File: config.mk
export PLATFORM = sky130hd
export DESIGN_NAME = preif_stage
export DESIGN_NICKNAME = d
export VERILOG_FILES = /design/src/hw/fetch_pkg.sv /design/src/hw/mmu_pkg.sv /design/src/hw/redirect_arbiter.sv /design/src/hw/pc_gen.sv /design/src/hw/itlb_buffer.sv /design/src/hw/fetch_request.sv /design/src/hw/preif_stage.sv
export SDC_FILE = /design/constraint.sdc
export NUM_CORES = 1
export LEC_CHECK = 0
export ABC_CLOCK_PERIOD_IN_PS = 7500
export BUFFER_PORTS_ARGS = -buffer_cell sky130_fd_sc_hd__buf_2
export CAP_MARGIN = 20
export CELL_PAD_IN_SITES_DETAIL_PLACEMENT = 1
export CELL_PAD_IN_SITES_GLOBAL_PLACEMENT = 1
export CORE_MARGIN = 1
export CORE_UTILIZATION = 48
export CTS_BUF_LIST = sky130_fd_sc_hd__clkbuf_8
export CTS_CLUSTER_DIAMETER = 80
export CTS_CLUSTER_SIZE = 12
export DETAILED_ROUTE_END_ITERATION = 8
export PLACE_DENSITY = 0.87
export SLEW_MARGIN = 25
export SYNTH_ARGS = -nofsm -noshare
export SYNTH_HDL_FRONTEND = slang
export SYNTH_SLANG_ARGS = --single-unit
File: constraint.sdc
create_clock -name clk -period 7.5 [get_ports clk]
set_clock_uncertainty 0.05 [all_clocks]
set_input_delay 0.75 -clock clk [delete_from_list [all_inputs] [get_ports clk]]
set_output_delay 0.75 -clock clk [all_outputs]
set_load 0.01 [all_outputs]
File: src/hw/fetch_pkg.sv
package fetch_pkg;

    // next-PC source, in falling priority
    typedef enum logic [2:0] {
        src_eret    = 3'd0,
        src_exc     = 3'd1,
        src_refetch = 3'd2,
        src_correct = 3'd3,
        src_predict = 3'd4,
        src_seq     = 3'd5
    } pc_src_t;

    // redirect requests from later stages and the predictor
    typedef struct packed {
        logic        eret_valid;
        logic        exc_valid;
        logic        refetch_valid;
        logic        correct_valid;
        logic        predict_valid;
        logic [31:0] eret_pc;       // epc from cp0
        logic [31:0] exc_vector;
        logic [31:0] refetch_pc;
        logic [31:0] correct_pc;    // branch correction from ex
        logic [31:0] predict_pc;
    } redirect_t;

    typedef enum logic [1:0] {
        exc_none        = 2'd0,
        exc_tlb_refill  = 2'd1,
        exc_tlb_invalid = 2'd2,
        exc_addr_error  = 2'd3
    } fetch_exc_t;

    // instruction cache request
    typedef struct packed {
        logic        valid;
        logic [31:0] paddr;
        logic        cached;
    } fetch_req_t;

endpackage

File: src/hw/mmu_pkg.sv
package mmu_pkg;

    // one page pair as handed back by the main TLB
    typedef struct packed {
        logic [18:0] vpn2;   // va[31:13]
        logic [19:0] pfn0;   // even page
        logic        c0;
        logic        v0;
        logic [19:0] pfn1;   // odd page
        logic        c1;
        logic        v1;
    } page_entry_t;

    // result of the instruction side translation
    typedef struct packed {
        logic                  ready;   // paddr / exc are meaningful
        logic [31:0]           paddr;
        logic                  cached;
        fetch_pkg::fetch_exc_t exc;     // refill, invalid or none
    } xlate_t;

    // unmapped segments, only the top three bits matter
    localparam logic [31:0] kseg0_base = 32'h8000_0000;
    localparam logic [31:0] kseg1_base = 32'ha000_0000;

endpackage

File: src/hw/redirect_arbiter.sv
`timescale 1ns/1ps

module redirect_arbiter (
    input  fetch_pkg::redirect_t redirect,
    output fetch_pkg::pc_src_t   pc_src
);

    // oldest instruction in the pipe wins, so eret and exceptions come first
    logic [4:0] flags;

    assign flags = {
        redirect.eret_valid,
        redirect.exc_valid,
        redirect.refetch_valid,
        redirect.correct_valid,
        redirect.predict_valid
    };

    always_comb begin
        unique casez (flags)
            5'b1????: begin
                pc_src = fetch_pkg::src_eret;
            end
            5'b01???: begin
                pc_src = fetch_pkg::src_exc;
            end
            5'b001??: begin
                pc_src = fetch_pkg::src_refetch;   // e.g. after a cache op
            end
            5'b0001?: begin
                pc_src = fetch_pkg::src_correct;   // mispredict fixed in ex
            end
            5'b00001: begin
                pc_src = fetch_pkg::src_predict;
            end
            default: begin
                pc_src = fetch_pkg::src_seq;       // nothing pending
            end
        endcase
    end

endmodule

File: src/hw/pc_gen.sv
`timescale 1ns/1ps

module pc_gen #(
    parameter logic [31:0] reset_vector = 32'hbfc0_0000
) (
    input  logic                 clk,
    input  logic                 reset,
    input  logic                 pc_write,
    input  fetch_pkg::pc_src_t   pc_src,
    input  fetch_pkg::redirect_t redirect,
    output logic [31:0]          pc
);

    logic [31:0] pc_plus4;
    logic [31:0] next_pc;

    assign pc_plus4 = pc + 32'd4;

    // six way next-pc mux
    always_comb begin
        case (pc_src)
            fetch_pkg::src_eret:    next_pc = redirect.eret_pc;
            fetch_pkg::src_exc:     next_pc = redirect.exc_vector;
            fetch_pkg::src_refetch: next_pc = redirect.refetch_pc;
            fetch_pkg::src_correct: next_pc = redirect.correct_pc;
            fetch_pkg::src_predict: next_pc = redirect.predict_pc;
            default:                next_pc = pc_plus4;
        endcase
    end

    always_ff @(posedge clk) begin
        if (reset) begin
            pc <= reset_vector;
        end else if (pc_write) begin
            pc <= next_pc;   // otherwise hold for the stalled stage
        end
    end

endmodule

File: src/hw/itlb_buffer.sv
`timescale 1ns/1ps

module itlb_buffer #(
    parameter int itlb_entries = 4
) (
    input  logic                 clk,
    input  logic                 reset,
    input  logic [31:0]          vaddr,
    input  logic                 flush,
    input  logic                 fill_valid,
    input  logic                 fill_found,
    input  mmu_pkg::page_entry_t fill_entry,
    output mmu_pkg::xlate_t      xlate,
    output logic                 tlb_stall,
    output logic [18:0]          miss_vpn2
);

    localparam int idx_w = (itlb_entries > 1) ? $clog2(itlb_entries) : 1;

    mmu_pkg::page_entry_t    entry_q [itlb_entries];
    logic [itlb_entries-1:0] valid_q;
    logic [itlb_entries-1:0] found_q;    // low means a cached refill answer
    logic [idx_w-1:0]        victim_q;   // round-robin pointer
    logic [idx_w-1:0]        next_victim;

    logic                    in_kseg0;
    logic                    in_kseg1;
    logic                    unmapped;
    logic [itlb_entries-1:0] hit_vec;
    logic                    hit;
    mmu_pkg::page_entry_t    hit_entry;
    logic                    hit_found;
    logic                    odd_page;
    logic [19:0]             sel_pfn;
    logic                    sel_c;
    logic                    sel_v;

    assign in_kseg0 = (vaddr[31:29] == mmu_pkg::kseg0_base[31:29]);
    assign in_kseg1 = (vaddr[31:29] == mmu_pkg::kseg1_base[31:29]);
    assign unmapped = in_kseg0 || in_kseg1;

    assign next_victim = (victim_q == idx_w'(itlb_entries - 1)) ? '0 : victim_q + 1'b1;

    // control state, flush beats a fill in the same cycle
    always_ff @(posedge clk) begin
        if (reset) begin
            valid_q  <= '0;
            victim_q <= '0;
        end else if (flush) begin
            valid_q <= '0;
        end else if (fill_valid) begin
            valid_q[victim_q] <= 1'b1;
            victim_q          <= next_victim;
        end
    end

    always_ff @(posedge clk) begin
        if (fill_valid && !flush) begin
            entry_q[victim_q] <= fill_entry;
            found_q[victim_q] <= fill_found;
        end
    end

    // fully associative compare, first hit taken
    always_comb begin
        hit       = 1'b0;
        hit_entry = entry_q[0];
        hit_found = found_q[0];
        for (int i = 0; i < itlb_entries; i++) begin
            hit_vec[i] = valid_q[i] && (entry_q[i].vpn2 == vaddr[31:13]);
            if (hit_vec[i] && !hit) begin
                hit       = 1'b1;
                hit_entry = entry_q[i];
                hit_found = found_q[i];
            end
        end
    end

    // va bit 12 picks the even or odd half
    assign odd_page = vaddr[12];
    assign sel_pfn  = odd_page ? hit_entry.pfn1 : hit_entry.pfn0;
    assign sel_c    = odd_page ? hit_entry.c1 : hit_entry.c0;
    assign sel_v    = odd_page ? hit_entry.v1 : hit_entry.v0;

    always_comb begin
        xlate.ready  = 1'b0;
        xlate.paddr  = {3'b000, vaddr[28:0]};   // direct map for kseg0/1
        xlate.cached = 1'b0;
        xlate.exc    = fetch_pkg::exc_none;
        tlb_stall    = 1'b0;
        if (unmapped) begin
            xlate.ready  = 1'b1;
            xlate.cached = in_kseg0;   // kseg1 is uncached
        end else if (!hit) begin
            tlb_stall = 1'b1;          // wait for the main TLB
        end else if (!hit_found) begin
            xlate.ready = 1'b1;
            xlate.exc   = fetch_pkg::exc_tlb_refill;
        end else if (!sel_v) begin
            xlate.ready = 1'b1;
            xlate.exc   = fetch_pkg::exc_tlb_invalid;
        end else begin
            xlate.ready  = 1'b1;
            xlate.paddr  = {sel_pfn, vaddr[11:0]};
            xlate.cached = sel_c;
        end
    end

    assign miss_vpn2 = vaddr[31:13];   // only looked at while stalled

endmodule

File: src/hw/fetch_request.sv
`timescale 1ns/1ps

module fetch_request (
    input  logic                  [31:0] pc,
    input  mmu_pkg::xlate_t       xlate,
    input  logic                  req_enable,
    input  logic                  reset,
    output fetch_pkg::fetch_req_t fetch_req,
    output fetch_pkg::fetch_exc_t fetch_exc
);

    logic misaligned;
    logic no_exc;

    assign misaligned = (pc[1:0] != 2'b00);

    // misalignment is seen before any TLB fault
    always_comb begin
        if (misaligned) begin
            fetch_exc = fetch_pkg::exc_addr_error;
        end else if (xlate.ready) begin
            fetch_exc = xlate.exc;
        end else begin
            fetch_exc = fetch_pkg::exc_none;   // still waiting on a fill
        end
    end

    assign no_exc = (fetch_exc == fetch_pkg::exc_none);

    // no request out of reset or while the translation is pending
    assign fetch_req.valid  = req_enable && xlate.ready && no_exc && !reset;
    assign fetch_req.paddr  = xlate.paddr;
    assign fetch_req.cached = xlate.cached;

endmodule

File: src/hw/preif_stage.sv
`timescale 1ns/1ps

module preif_stage #(
    parameter logic [31:0] reset_vector = 32'hbfc0_0000,
    parameter int          itlb_entries = 4
) (
    input  logic                  clk,
    input  logic                  reset,
    input  logic                  pc_write,      // stage advance
    input  fetch_pkg::redirect_t  redirect,
    input  logic                  fill_valid,    // one cycle answer from main tlb
    input  logic                  fill_found,
    input  mmu_pkg::page_entry_t  fill_entry,
    input  logic                  itlb_flush,
    input  logic                  req_enable,
    output logic [31:0]           pc,
    output fetch_pkg::fetch_req_t fetch_req,
    output fetch_pkg::fetch_exc_t fetch_exc,
    output logic                  tlb_stall,
    output logic [18:0]           miss_vpn2
);

    fetch_pkg::pc_src_t pc_src;
    mmu_pkg::xlate_t    xlate;

    redirect_arbiter u_redirect_arbiter (
        .redirect   (redirect),
        .pc_src     (pc_src)
    );

    pc_gen #(
        .reset_vector (reset_vector)
    ) u_pc_gen (
        .clk        (clk),
        .reset      (reset),
        .pc_write   (pc_write),
        .pc_src     (pc_src),
        .redirect   (redirect),
        .pc         (pc)
    );

    // stall goes out as is, the pipeline decides about pc_write
    itlb_buffer #(
        .itlb_entries (itlb_entries)
    ) u_itlb_buffer (
        .clk        (clk),
        .reset      (reset),
        .vaddr      (pc),
        .flush      (itlb_flush),
        .fill_valid (fill_valid),
        .fill_found (fill_found),
        .fill_entry (fill_entry),
        .xlate      (xlate),
        .tlb_stall  (tlb_stall),
        .miss_vpn2  (miss_vpn2)
    );

    fetch_request u_fetch_request (
        .pc         (pc),
        .xlate      (xlate),
        .req_enable (req_enable),
        .reset      (reset),
        .fetch_req  (fetch_req),
        .fetch_exc  (fetch_exc)
    );

endmodule

**Word level (Yosys, flattened, before mapping)**

Memory sizes are Yosys's and may differ from the RTL's.
Cells that the tools add are included.

- Register bits after elaboration: 42
- Input bits: 235
- Memories: 1
- Output and inout bits: 88
- Word-level logic and storage cells: 83
- Bits in writable memories: 252

- Eq/ne operators: 15
- Muxes and demuxes: 34
- $add $sub $neg: 2
- $lt $le $gt $ge: 2
- Bitwise gates (word level): 2
- Reductions and logical operators: 23

Memories:

| memory | words | width | rd ports | clocked after memory_dff | wr ports | line | RTL |
|---|---|---|---|---|---|---|---|
| u_itlb_buffer.entry_q | 4 | 63 | 4 | 0 | 1 | itlb_buffer.sv:20 | `mmu_pkg::page_entry_t entry_q [itlb_entries];` |

Operators with widths:

| operator | number |
|---|---|
| $pmux W32 S5 | 1 |
| $mux W44 | 3 |
| $eq A19 B19 Y1 | 4 |
| $mux W33 | 2 |
| $mux W36 | 1 |
| $add A32 B3 Y32 const B | 1 |
| $mux W32 | 1 |
| $mux W20 | 1 |
| $mux W1 | 16 |
| $pmux W3 S5 | 1 |
| $logic_and A1 B1 Y1 | 12 |
| $mux W2 | 6 |
| $eq A3 B3 Y1 const B | 3 |
| $eq A3 B1 Y1 const B | 2 |
| $eq A3 B2 Y1 const B | 2 |
| $eq A5 B1 Y1 const B | 1 |
| $logic_not A1 Y1 | 5 |
| $bwmux W4 | 1 |
| $eq A4 B1 Y1 const B | 1 |
| $or A4 B4 Y4 | 1 |
| $logic_not A3 Y1 | 1 |
| $lt A2 B3 Y1 const B | 1 |
| $add A2 B1 Y2 const B | 1 |
| $demux W1 S2 | 1 |
| 9 further kinds | 9 |

**Depth between registers and ports, before layout**

Gate-level depths: netlist (run 1).
An unclocked memory read counts as a cell.

- Depth in word-level cells: 23
- Mapped depth: 11
- Gate-level depth less buffers: 9

**By module**

A second synthesis (run 1) with hierarchy kept.

- Cells, all modules: 1,093
- Area, all modules: 14,269.9 sq um

Modules (own cells, without submodules):

| module | sequential area each (sq um) | area each (sq um) | instances | cells each |
|---|---|---|---|---|
| itlb_buffer | 7,807.5 | 10,801.6 | 1 | 626 |
| pc_gen | 640.6 | 3,149.3 | 1 | 424 |
| fetch_request | 0.0 | 281.5 | 1 | 37 |
| redirect_arbiter | 0.0 | 37.5 | 1 | 6 |

**Worst setup path after synthesis (run 1)**

Ideal clock, no wire load.

- Path type: in2reg
- Start: input port fill_valid
- End: memory u_itlb_buffer.entry_q[0][0] (netlist name) (enable)
- Path slack: 3,232 ps
- Library setup time: 486 ps
- Stages: 3
- Required time: 6,964 ps
- Arrival time: 3,732 ps
- Path buffers: 1
- Cells stage by stage: clkbuf_1 > nand2_1 > nor2_1

- Longest elaborated chain between the ends: 3

Ends and longest elaborated chain:

| item | line | RTL |
|---|---|---|
| start: declaration | preif_stage.sv:11 | `input logic fill_valid,` |
| $logic_and A1 B1 Y1 | itlb_buffer.sv:58 | `if (fill_valid && !flush) begin` |
| $mux W1 | itlb_buffer.sv:58 |  |
| $mux W1 (implied by the code) | itlb_buffer.sv:59 | `entry_q[victim_q] <= fill_entry;` |
| end: declaration | itlb_buffer.sv:20 |  |

No other way between the ends.

==> metrics.md, run 1 <==
| Metric | Value |
|---|---|
| Clk Latency, worst-skew pair | `0.59 ns` |
| Worst Path Required | `6.70 ns` |
| Register Area | `8450 um^2` |
| Most frequent CP cell | `buf_4` |
| Simple-gate area share of the yosys netlist | `0.0973` |
| Die Wd | `173 um` |
| Area share of fa/ha/maj cells after synthesis | `0.00447` |
| Most used DFF post-synth | `edfxtp_1` |
| Register area share after synthesis | `0.603` |
| Area Overhead vs Synth | `15.9%` |
| Kind of critical path | `flip-flop to output pin` |
| Worst slew pin tran | `1.04 ns` |
| Vias in the first global route | `11145` |
| # IOs | `323` |
| Final net count | `1597` |
| Power density over the cells | `197 nW/um^2` |
| Most frequent cells in the layout | `322 x buf_2, 256 x edfxtp_1, 73 x nand2_1` |
| Fraction of registers with async set or reset after synthesis | `0` |
| Layout cells sized above 1 | `0.313` |
| Max-cap check violation count | `0` |
| HPWL Detailed | `33700 um` |
| Post-Synth XOR/XNOR Area | `0.0475` |
| Period Utilization, post-route | `0.748` |
| Number of CTS-inserted buffers | `28` |
| RSZ-0062 raised after global routing | `false` |
| Critical path cell sequence | `xor2_1 > nor4_1 > nand3_1 > nor3_1 > nor3b_2 > buf_4 > nor2b_1 > o22a_1 > buf_4 > mux2_1 > buf_2` |
| Number of synthesized flops with an enable pin | `256` |
| CP Data Arrival Time | `4.81 ns` |
| Die area | `29900 um^2` |
| Syn avg cell area | `12.8 um^2` |
| Congestion Overflow GR | `0` |
| 1st-pass router iterations | `5` |
| Hold-fix buffers at CTS | `0` |
| Largest net degree at the start of global routing | `67` |
| Synth Cell Area | `14000 um^2` |
| Post-route ant nets | `0` |
| Yosys warnings | `0` |
| Htree depth | `1` |
| Routed wire length | `46000 um` |
| Global Route Usage Sum | `0.305` |
| Cells after Synth | `1096` |
| Run status | `completed` |
| # Post-CTS Setup Buffers | `0` |
| VDD IR-drop max | `0.000166 V` |
| Post-place setup slack | `2.63 ns` |
| Core Region | `28700 um^2` |
| Chip Height | `173 um` |
| Starting density of the core | `0.488` |
| Initial antenna violation count | `1` |
| Slowest cell on the critical path | `dfxtp_1` |
| Via Count | `10614` |
| Mux cell area share after synthesis | `0.0730` |
| I/O Buffers | `322` |
| Crit Path Max Fanout | `22` |
| DR iter-0 viols | `788` |
| Final setup fails | `0` |
| Min-Delay Path Class | `input pin to flip-flop` |
| CTS Buffer Depth | `3` |
| Total clock sinks | `294` |
| Total Neg Setup Slack | `0 ns` |
| Main combinational cell family by area after synthesis | `compound AO/OA/AOI/OAI gates` |
| Final min period | `5.61 ns` |
| Vias per inst | `6.01` |
| Filler cell count | `2998` |
| Most common cell after layout, fill and taps aside | `buf_2` |
| Compound-Gate Fraction of Synth Area | `0.131` |
| Area taken by multi-input logic gates | `4990 um^2` |
| Slowest stage delay, CP | `0.78 ns` |
| Max_slew headroom | `0.304` |
| Resize count post-CTS | `0` |
| CP Capture Type | `output pin` |
| Final hold vios | `0` |
| Post-placement cell area | `15700 um^2` |
| Final Instance Area | `16200 um^2` |
| Residual DRC count | `0` |
| Pleak | `0.00599 uW` |
| Power Total | `3200 uW` |
| Crit start category | `flip-flop` |
| Fmax | `178 MHz` |
| Wire per inst | `26.0 um` |
| Cell Rows | `62` |
| GPL Wtd Cong | `0.961` |
| Fin worst setup slack | `1.89 ns` |
| Root buf cell | `clkbuf_8` |
| Hold WS | `0.320 ns` |
| CTS clk-pin slew, worst paths | `0.09 ns` |
| CTS tree | `built` |
| FF+latch count, synth | `294` |
| Net Count, Synth | `1336` |
| Worst path top cell family by delay | `simple AND/OR/NAND/NOR gates` |
| Pins Over Slew Limit | `0` |
| First-pass GRT wire length | `68800 um` |
| WP buf/inv | `3` |
| Library cells used by synthesis | `67` |
[final timing paths]
path | start | end | slack [ns] | cells after the start
max | u_pc_gen.pc[18] | fetch_req[23] | 1.89 | 11
min | fill_entry[16] | u_itlb_buffer.entry_q[1][16] | 0.32 | 1
max reg2reg | u_pc_gen.pc[15] | u_pc_gen.pc[29] | 4.20 | 8
min reg2reg | u_itlb_buffer.valid_q[2] | u_itlb_buffer.valid_q[2] | 0.51 | 2
[sequential cells by signal, summed over array words and instances, names as in the netlist]
signal	count
u_itlb_buffer.entry_q	252
u_itlb_buffer.found_q	4
u_itlb_buffer.valid_q	4
u_itlb_buffer.victim_q	2
u_pc_gen.pc	32
[worst reg2reg max path, delay by kind of cell, from the launching register on]
kind | cells | cell delay [ns]
AND/OR/NAND/NOR | 6 | 2.06
AO/OA/AOI/OAI | 2 | 0.27
flip-flops | 1 | 0.81
[area by class of cell]
type | instances | share of cell area
Inverter | 12 | 0.00278
Clock buffer | 29 | 0.0246
Antenna cell | 3 | 0.000463
Multi-Input combinational cell | 682 | 0.308
Timing Repair Buffer | 339 | 0.107
Clock inverter | 23 | 0.00694
Sequential cell | 294 | 0.521
Tap cell | 384 | 0.0296
[stage by stage]
stage               instances  utilization
CTS                      1763        0.565
detailed placement       1711        0.547
finish                   1766        0.565
global placement         1711        0.547
global route             1764        0.565
floorplan                1096            -
[power by group]
group	leakage (uW)	switching, uW	internal (uW)
logic	0.00301	222	164
clock network	0.000336	539	392
registers	0.00264	61.2	1820
total	0.00599	822	2370
[metal layers]
metal  GRT usage  vias to the layer above  share of wire
li1            -                     4722              -
met2       0.548                      437           0.51
met5           0                        -              0
met3      0.0429                       89          0.058
met4       0.109                        0          0.033
met1       0.373                     5366           0.39
[cells in the mapped netlist, drive strengths merged, types with 6 or more instances]
| cell type | count | area (um^2) |
|---|---|---|
| a2111oi | 6 | 58.8 |
| a211oi | 37 | 290 |
| a21o | 8 | 60.1 |
| a21oi | 35 | 175 |
| a221o | 8 | 80.1 |
| a221oi | 25 | 219 |
| a22oi | 42 | 315 |
| and2 | 8 | 50.1 |
| buf | 59 | 377 |
| clkbuf | 49 | 184 |
| dfxtp | 38 | 761 |
| edfxtp | 256 | 7690 |
| inv | 12 | 45.0 |
| mux2 | 17 | 248 |
| mux2i | 32 | 320 |
| mux4 | 20 | 454 |
| nand2 | 73 | 274 |
| nand3 | 26 | 130 |
| nand4 | 17 | 106 |
| nor2 | 60 | 225 |
| nor2b | 18 | 113 |
| nor3 | 18 | 90.1 |
| nor4 | 18 | 113 |
| nor4b | 6 | 58.8 |
| o21ai | 54 | 270 |
| o31ai | 7 | 52.6 |
| or2 | 9 | 56.3 |
| xnor2 | 28 | 245 |
| xor2 | 48 | 420 |
[logic make-up after synthesis]
family,count (synthesis)
adder cells (fa/ha/maj),5
AND/OR/NAND/NOR,273
flip-flops,294
AO/OA/AOI/OAI,259
multiplexers,69
XOR/XNOR,76
buffers and inverters,120
Note: power is estimated with default switching activity, not from simulation.
==> inputs of run 2 (changes only) <==
--- a/config.mk
+++ b/config.mk
@@ -5,18 +5,18 @@
 export SDC_FILE = /design/constraint.sdc
 export NUM_CORES = 1
 export LEC_CHECK = 0
-export ABC_CLOCK_PERIOD_IN_PS = 7500
+export ABC_CLOCK_PERIOD_IN_PS = 5800
 export BUFFER_PORTS_ARGS = -buffer_cell sky130_fd_sc_hd__buf_2
 export CAP_MARGIN = 20
 export CELL_PAD_IN_SITES_DETAIL_PLACEMENT = 1
 export CELL_PAD_IN_SITES_GLOBAL_PLACEMENT = 1
 export CORE_MARGIN = 1
-export CORE_UTILIZATION = 48
+export CORE_UTILIZATION = 45
 export CTS_BUF_LIST = sky130_fd_sc_hd__clkbuf_8
 export CTS_CLUSTER_DIAMETER = 80
 export CTS_CLUSTER_SIZE = 12
 export DETAILED_ROUTE_END_ITERATION = 8
-export PLACE_DENSITY = 0.87
+export PLACE_DENSITY = 0.82
 export SLEW_MARGIN = 25
 export SYNTH_ARGS = -nofsm -noshare
 export SYNTH_HDL_FRONTEND = slang
==> constraint.sdc (replaced) <==
create_clock -name clk -period 5.8 [get_ports clk]
set_clock_uncertainty 0.05 [all_clocks]
set_input_delay 0.58 -clock clk [delete_from_list [all_inputs] [get_ports clk]]
set_output_delay 0.58 -clock clk [all_outputs]
set_load 0.01 [all_outputs]
==> run 2 against run 1 <==
Net effect: setup slack worse by 1.4 ns; via count up 0.38%; power up 28%; sequential share of layout area about the same; first-iteration DRC count down 16%; largest cell class unchanged; critical endpoint unchanged; critical path type unchanged; routed wire length up 1.4%; die area up 6.6%; highest routed layer is now met5; flip-flop and latch count unchanged; hold slack worse by 0.17 ns.
==> metrics.md, run 2 (synthesis results as in run 1) <==
| Metric | Value |
|---|---|
| Vias per inst | `5.98 (was 6.01)` |
| R2R cell count | `8 (unchanged)` |
| Fmax | `187 MHz` |
| Wire per inst | `26.2 um (was 26.0 um)` |
| Final setup fails | `0 (unchanged)` |
| Critical path cell sequence | `xnor2_1 > nand4_1 > or3_4 > a211oi_4 > mux2i_1 > o32a_1 > o22a_1 > buf_4 > mux2_1 > buf_2 (was xor2_1 > nor4_1 > nand3_1 > nor3_1 > nor3b_2 > buf_4 > nor2b_1 > o22a_1 > buf_4 > mux2_1 > buf_2)` |
| Largest net degree at the start of global routing | `66 (was 67)` |
| Final min period | `5.35 ns` |
| 1st-pass router iterations | `5 (unchanged)` |
| Worst slew pin tran | `1.02 ns (was 1.04 ns)` |
| Min-Delay Path Class | `input pin to flip-flop (unchanged)` |
| Htree depth | `1 (unchanged)` |
| Period Utilization, post-route | `0.923` |
| Power density over the cells | `251 nW/um^2 (was 197 nW/um^2)` |
| Worst path top cell family by delay | `compound AO/OA/AOI/OAI gates (was simple AND/OR/NAND/NOR gates)` |
| WP depth | `10 (was 11)` |
| WP buf/inv | `2 (was 3)` |
| Most frequent cells in the layout | `322 x buf_2, 256 x edfxtp_1, 73 x nand2_1 (unchanged)` |
| Pleak | `0.00599 uW (about the same)` |
| Max-cap check violation count | `0 (unchanged)` |
| Core Region | `30600 um^2 (was 28700 um^2)` |
| DR iter-0 viols | `658 (was 788)` |
| Post-placement cell area | `15700 um^2 (about the same)` |
| CP Capture Type | `output pin (unchanged)` |
| I/O Buffers | `322 (unchanged)` |
| Max_slew headroom | `0.323 (was 0.304)` |
| GPL Wtd Cong | `0.984 (was 0.961)` |
| Slowest cell on the critical path | `dfxtp_1 (unchanged)` |
| Fin worst setup slack | `0.448 ns (was 1.89 ns)` |
| First-pass GRT wire length | `68200 um (was 68800 um)` |
| R2R Setup Slk | `2.54 ns (was 4.20 ns)` |
| Resize count post-CTS | `0 (unchanged)` |
| Cell Rows | `64 (was 62)` |
| Post-route ant nets | `0 (unchanged)` |
| CTS clk-pin slew, worst paths | `0.09 ns (about the same)` |
| VDD IR-drop max | `0.000258 V (was 0.000166 V)` |
| RSZ-0062 raised after global routing | `false (unchanged)` |
| Die area | `31800 um^2 (was 29900 um^2)` |
| Global Route Usage Sum | `0.291 (was 0.305)` |
| Clk Latency, worst-skew pair | `0.60 ns (was 0.59 ns)` |
| Final Instance Area | `16200 um^2 (about the same)` |
| Total clock sinks | `294 (unchanged)` |
| Post-place setup slack | `1.06 ns (was 2.63 ns)` |
| Vias in the first global route | `11069 (was 11145)` |
| CP Data Arrival Time | `4.72 ns (was 4.81 ns)` |
| Worst Path Required | `5.17 ns (was 6.70 ns)` |
| Residual DRC count | `0 (unchanged)` |
| Hold-fix buffers at CTS | `0 (unchanged)` |
| Largest Register | `u_itlb_buffer.entry_q (unchanged)` |
| Largest register FFs | `252 (unchanged)` |
| Crit start category | `flip-flop (unchanged)` |
| Routed wire length | `46600 um (was 46000 um)` |
| Hold path cells | `1 (unchanged)` |
| CTS tree | `built (unchanged)` |
| Starting density of the core | `0.458 (was 0.488)` |
| Final net count | `1600 (was 1597)` |
| Final hold vios | `0 (unchanged)` |
| Layout cells sized above 1 | `0.315 (was 0.313)` |
| Run status | `completed (unchanged)` |
| Area Overhead vs Synth | `16.0% (was 15.9%)` |
| Chip Height | `178 um (was 173 um)` |
| R2R Path Start | `u_pc_gen.pc[15] (unchanged)` |
| R2r endpoint | `u_pc_gen.pc[29] (unchanged)` |
| Biggest regs | `u_itlb_buffer.entry_q x252, u_pc_gen.pc x32 (unchanged)` |
| Root buf cell | `clkbuf_8 (unchanged)` |
| HPWL Detailed | `34000 um (was 33700 um)` |
| Die Wd | `178 um (was 173 um)` |
| CP Launch Point | `u_pc_gen.pc[26] (was u_pc_gen.pc[18])` |
| Crit path to | `fetch_req[23] (unchanged)` |
| Initial antenna violation count | `6 (was 1)` |
| # Post-CTS Setup Buffers | `0 (unchanged)` |
| Crit Path Max Fanout | `20 (was 22)` |
| Number of CTS-inserted buffers | `28 (unchanged)` |
| Total Neg Setup Slack | `0 ns (unchanged)` |
| Via Count | `10654 (was 10614)` |
| Congestion Overflow GR | `0 (unchanged)` |
| Kind of critical path | `flip-flop to output pin (unchanged)` |
| Pins Over Slew Limit | `0 (unchanged)` |
| # IOs | `323 (unchanged)` |
| Most common cell after layout, fill and taps aside | `buf_2 (unchanged)` |
| CTS Buffer Depth | `3 (unchanged)` |
| Slowest stage delay, CP | `0.85 ns (was 0.78 ns)` |
[run 2: per-layer routing]
metal,share of wire,up-vias,global-route usage,wire length [um]
met4,0.024,6,0.0862,1140
li1,-,4721,-,-
met2,0.51,436,0.510,23600
met1,0.40,5407,0.364,18500
met5,0.00079,-,0,37
met3,0.071,84,0.0531,3330
[run 2: per-stage QoR]
stage | hold slack [ns] | utilization | cells | power [uW]
final | 0.147 | 0.531 | 1781 | 4080
after CTS | 0.113 | 0.531 | 1778 | 4110
after detailed placement | 0.501 | 0.515 | 1726 | 2980
after global placement | 0.478 | 0.515 | 1726 | 2950
after floorplan | 0.441 | - | 1096 | 2730
after global routing | 0.128 | 0.531 | 1781 | 4230
[run 2: power by group]
part	total, uW	switching (uW)	internal, uW
logic	505	292	213
registers	2430	76.7	2350
clock network	1150	694	453
total	4080	1060	3020
[run 2: worst min-delay path by stage]
stage	slack, ns	to	startpoint
floorplan	0.44	u_itlb_buffer.valid_q[1]	u_itlb_buffer.valid_q[1]
global placement	0.48	u_pc_gen.pc[1]	u_pc_gen.pc[1]
detailed placement	0.50	u_itlb_buffer.valid_q[3]	u_itlb_buffer.valid_q[3]
CTS	0.11	u_itlb_buffer.entry_q[0][0]	fill_entry[0]
global route	0.13	u_itlb_buffer.entry_q[1][37]	fill_entry[37]
finish	0.15	u_itlb_buffer.entry_q[2][0]	fill_entry[0]
[run 2: area by class of cell]
cell class | count | area, um^2
multi-input cells | 682 | 4990
clock inverters | 24 | 98.8
well taps | 396 | 495
flip-flops and latches | 294 | 8450
repair buffers | 342 | 1760
fillers | 3234 | 14400
diodes | 3 | 7.51
clock buffers | 28 | 385
inverters | 12 | 45.0
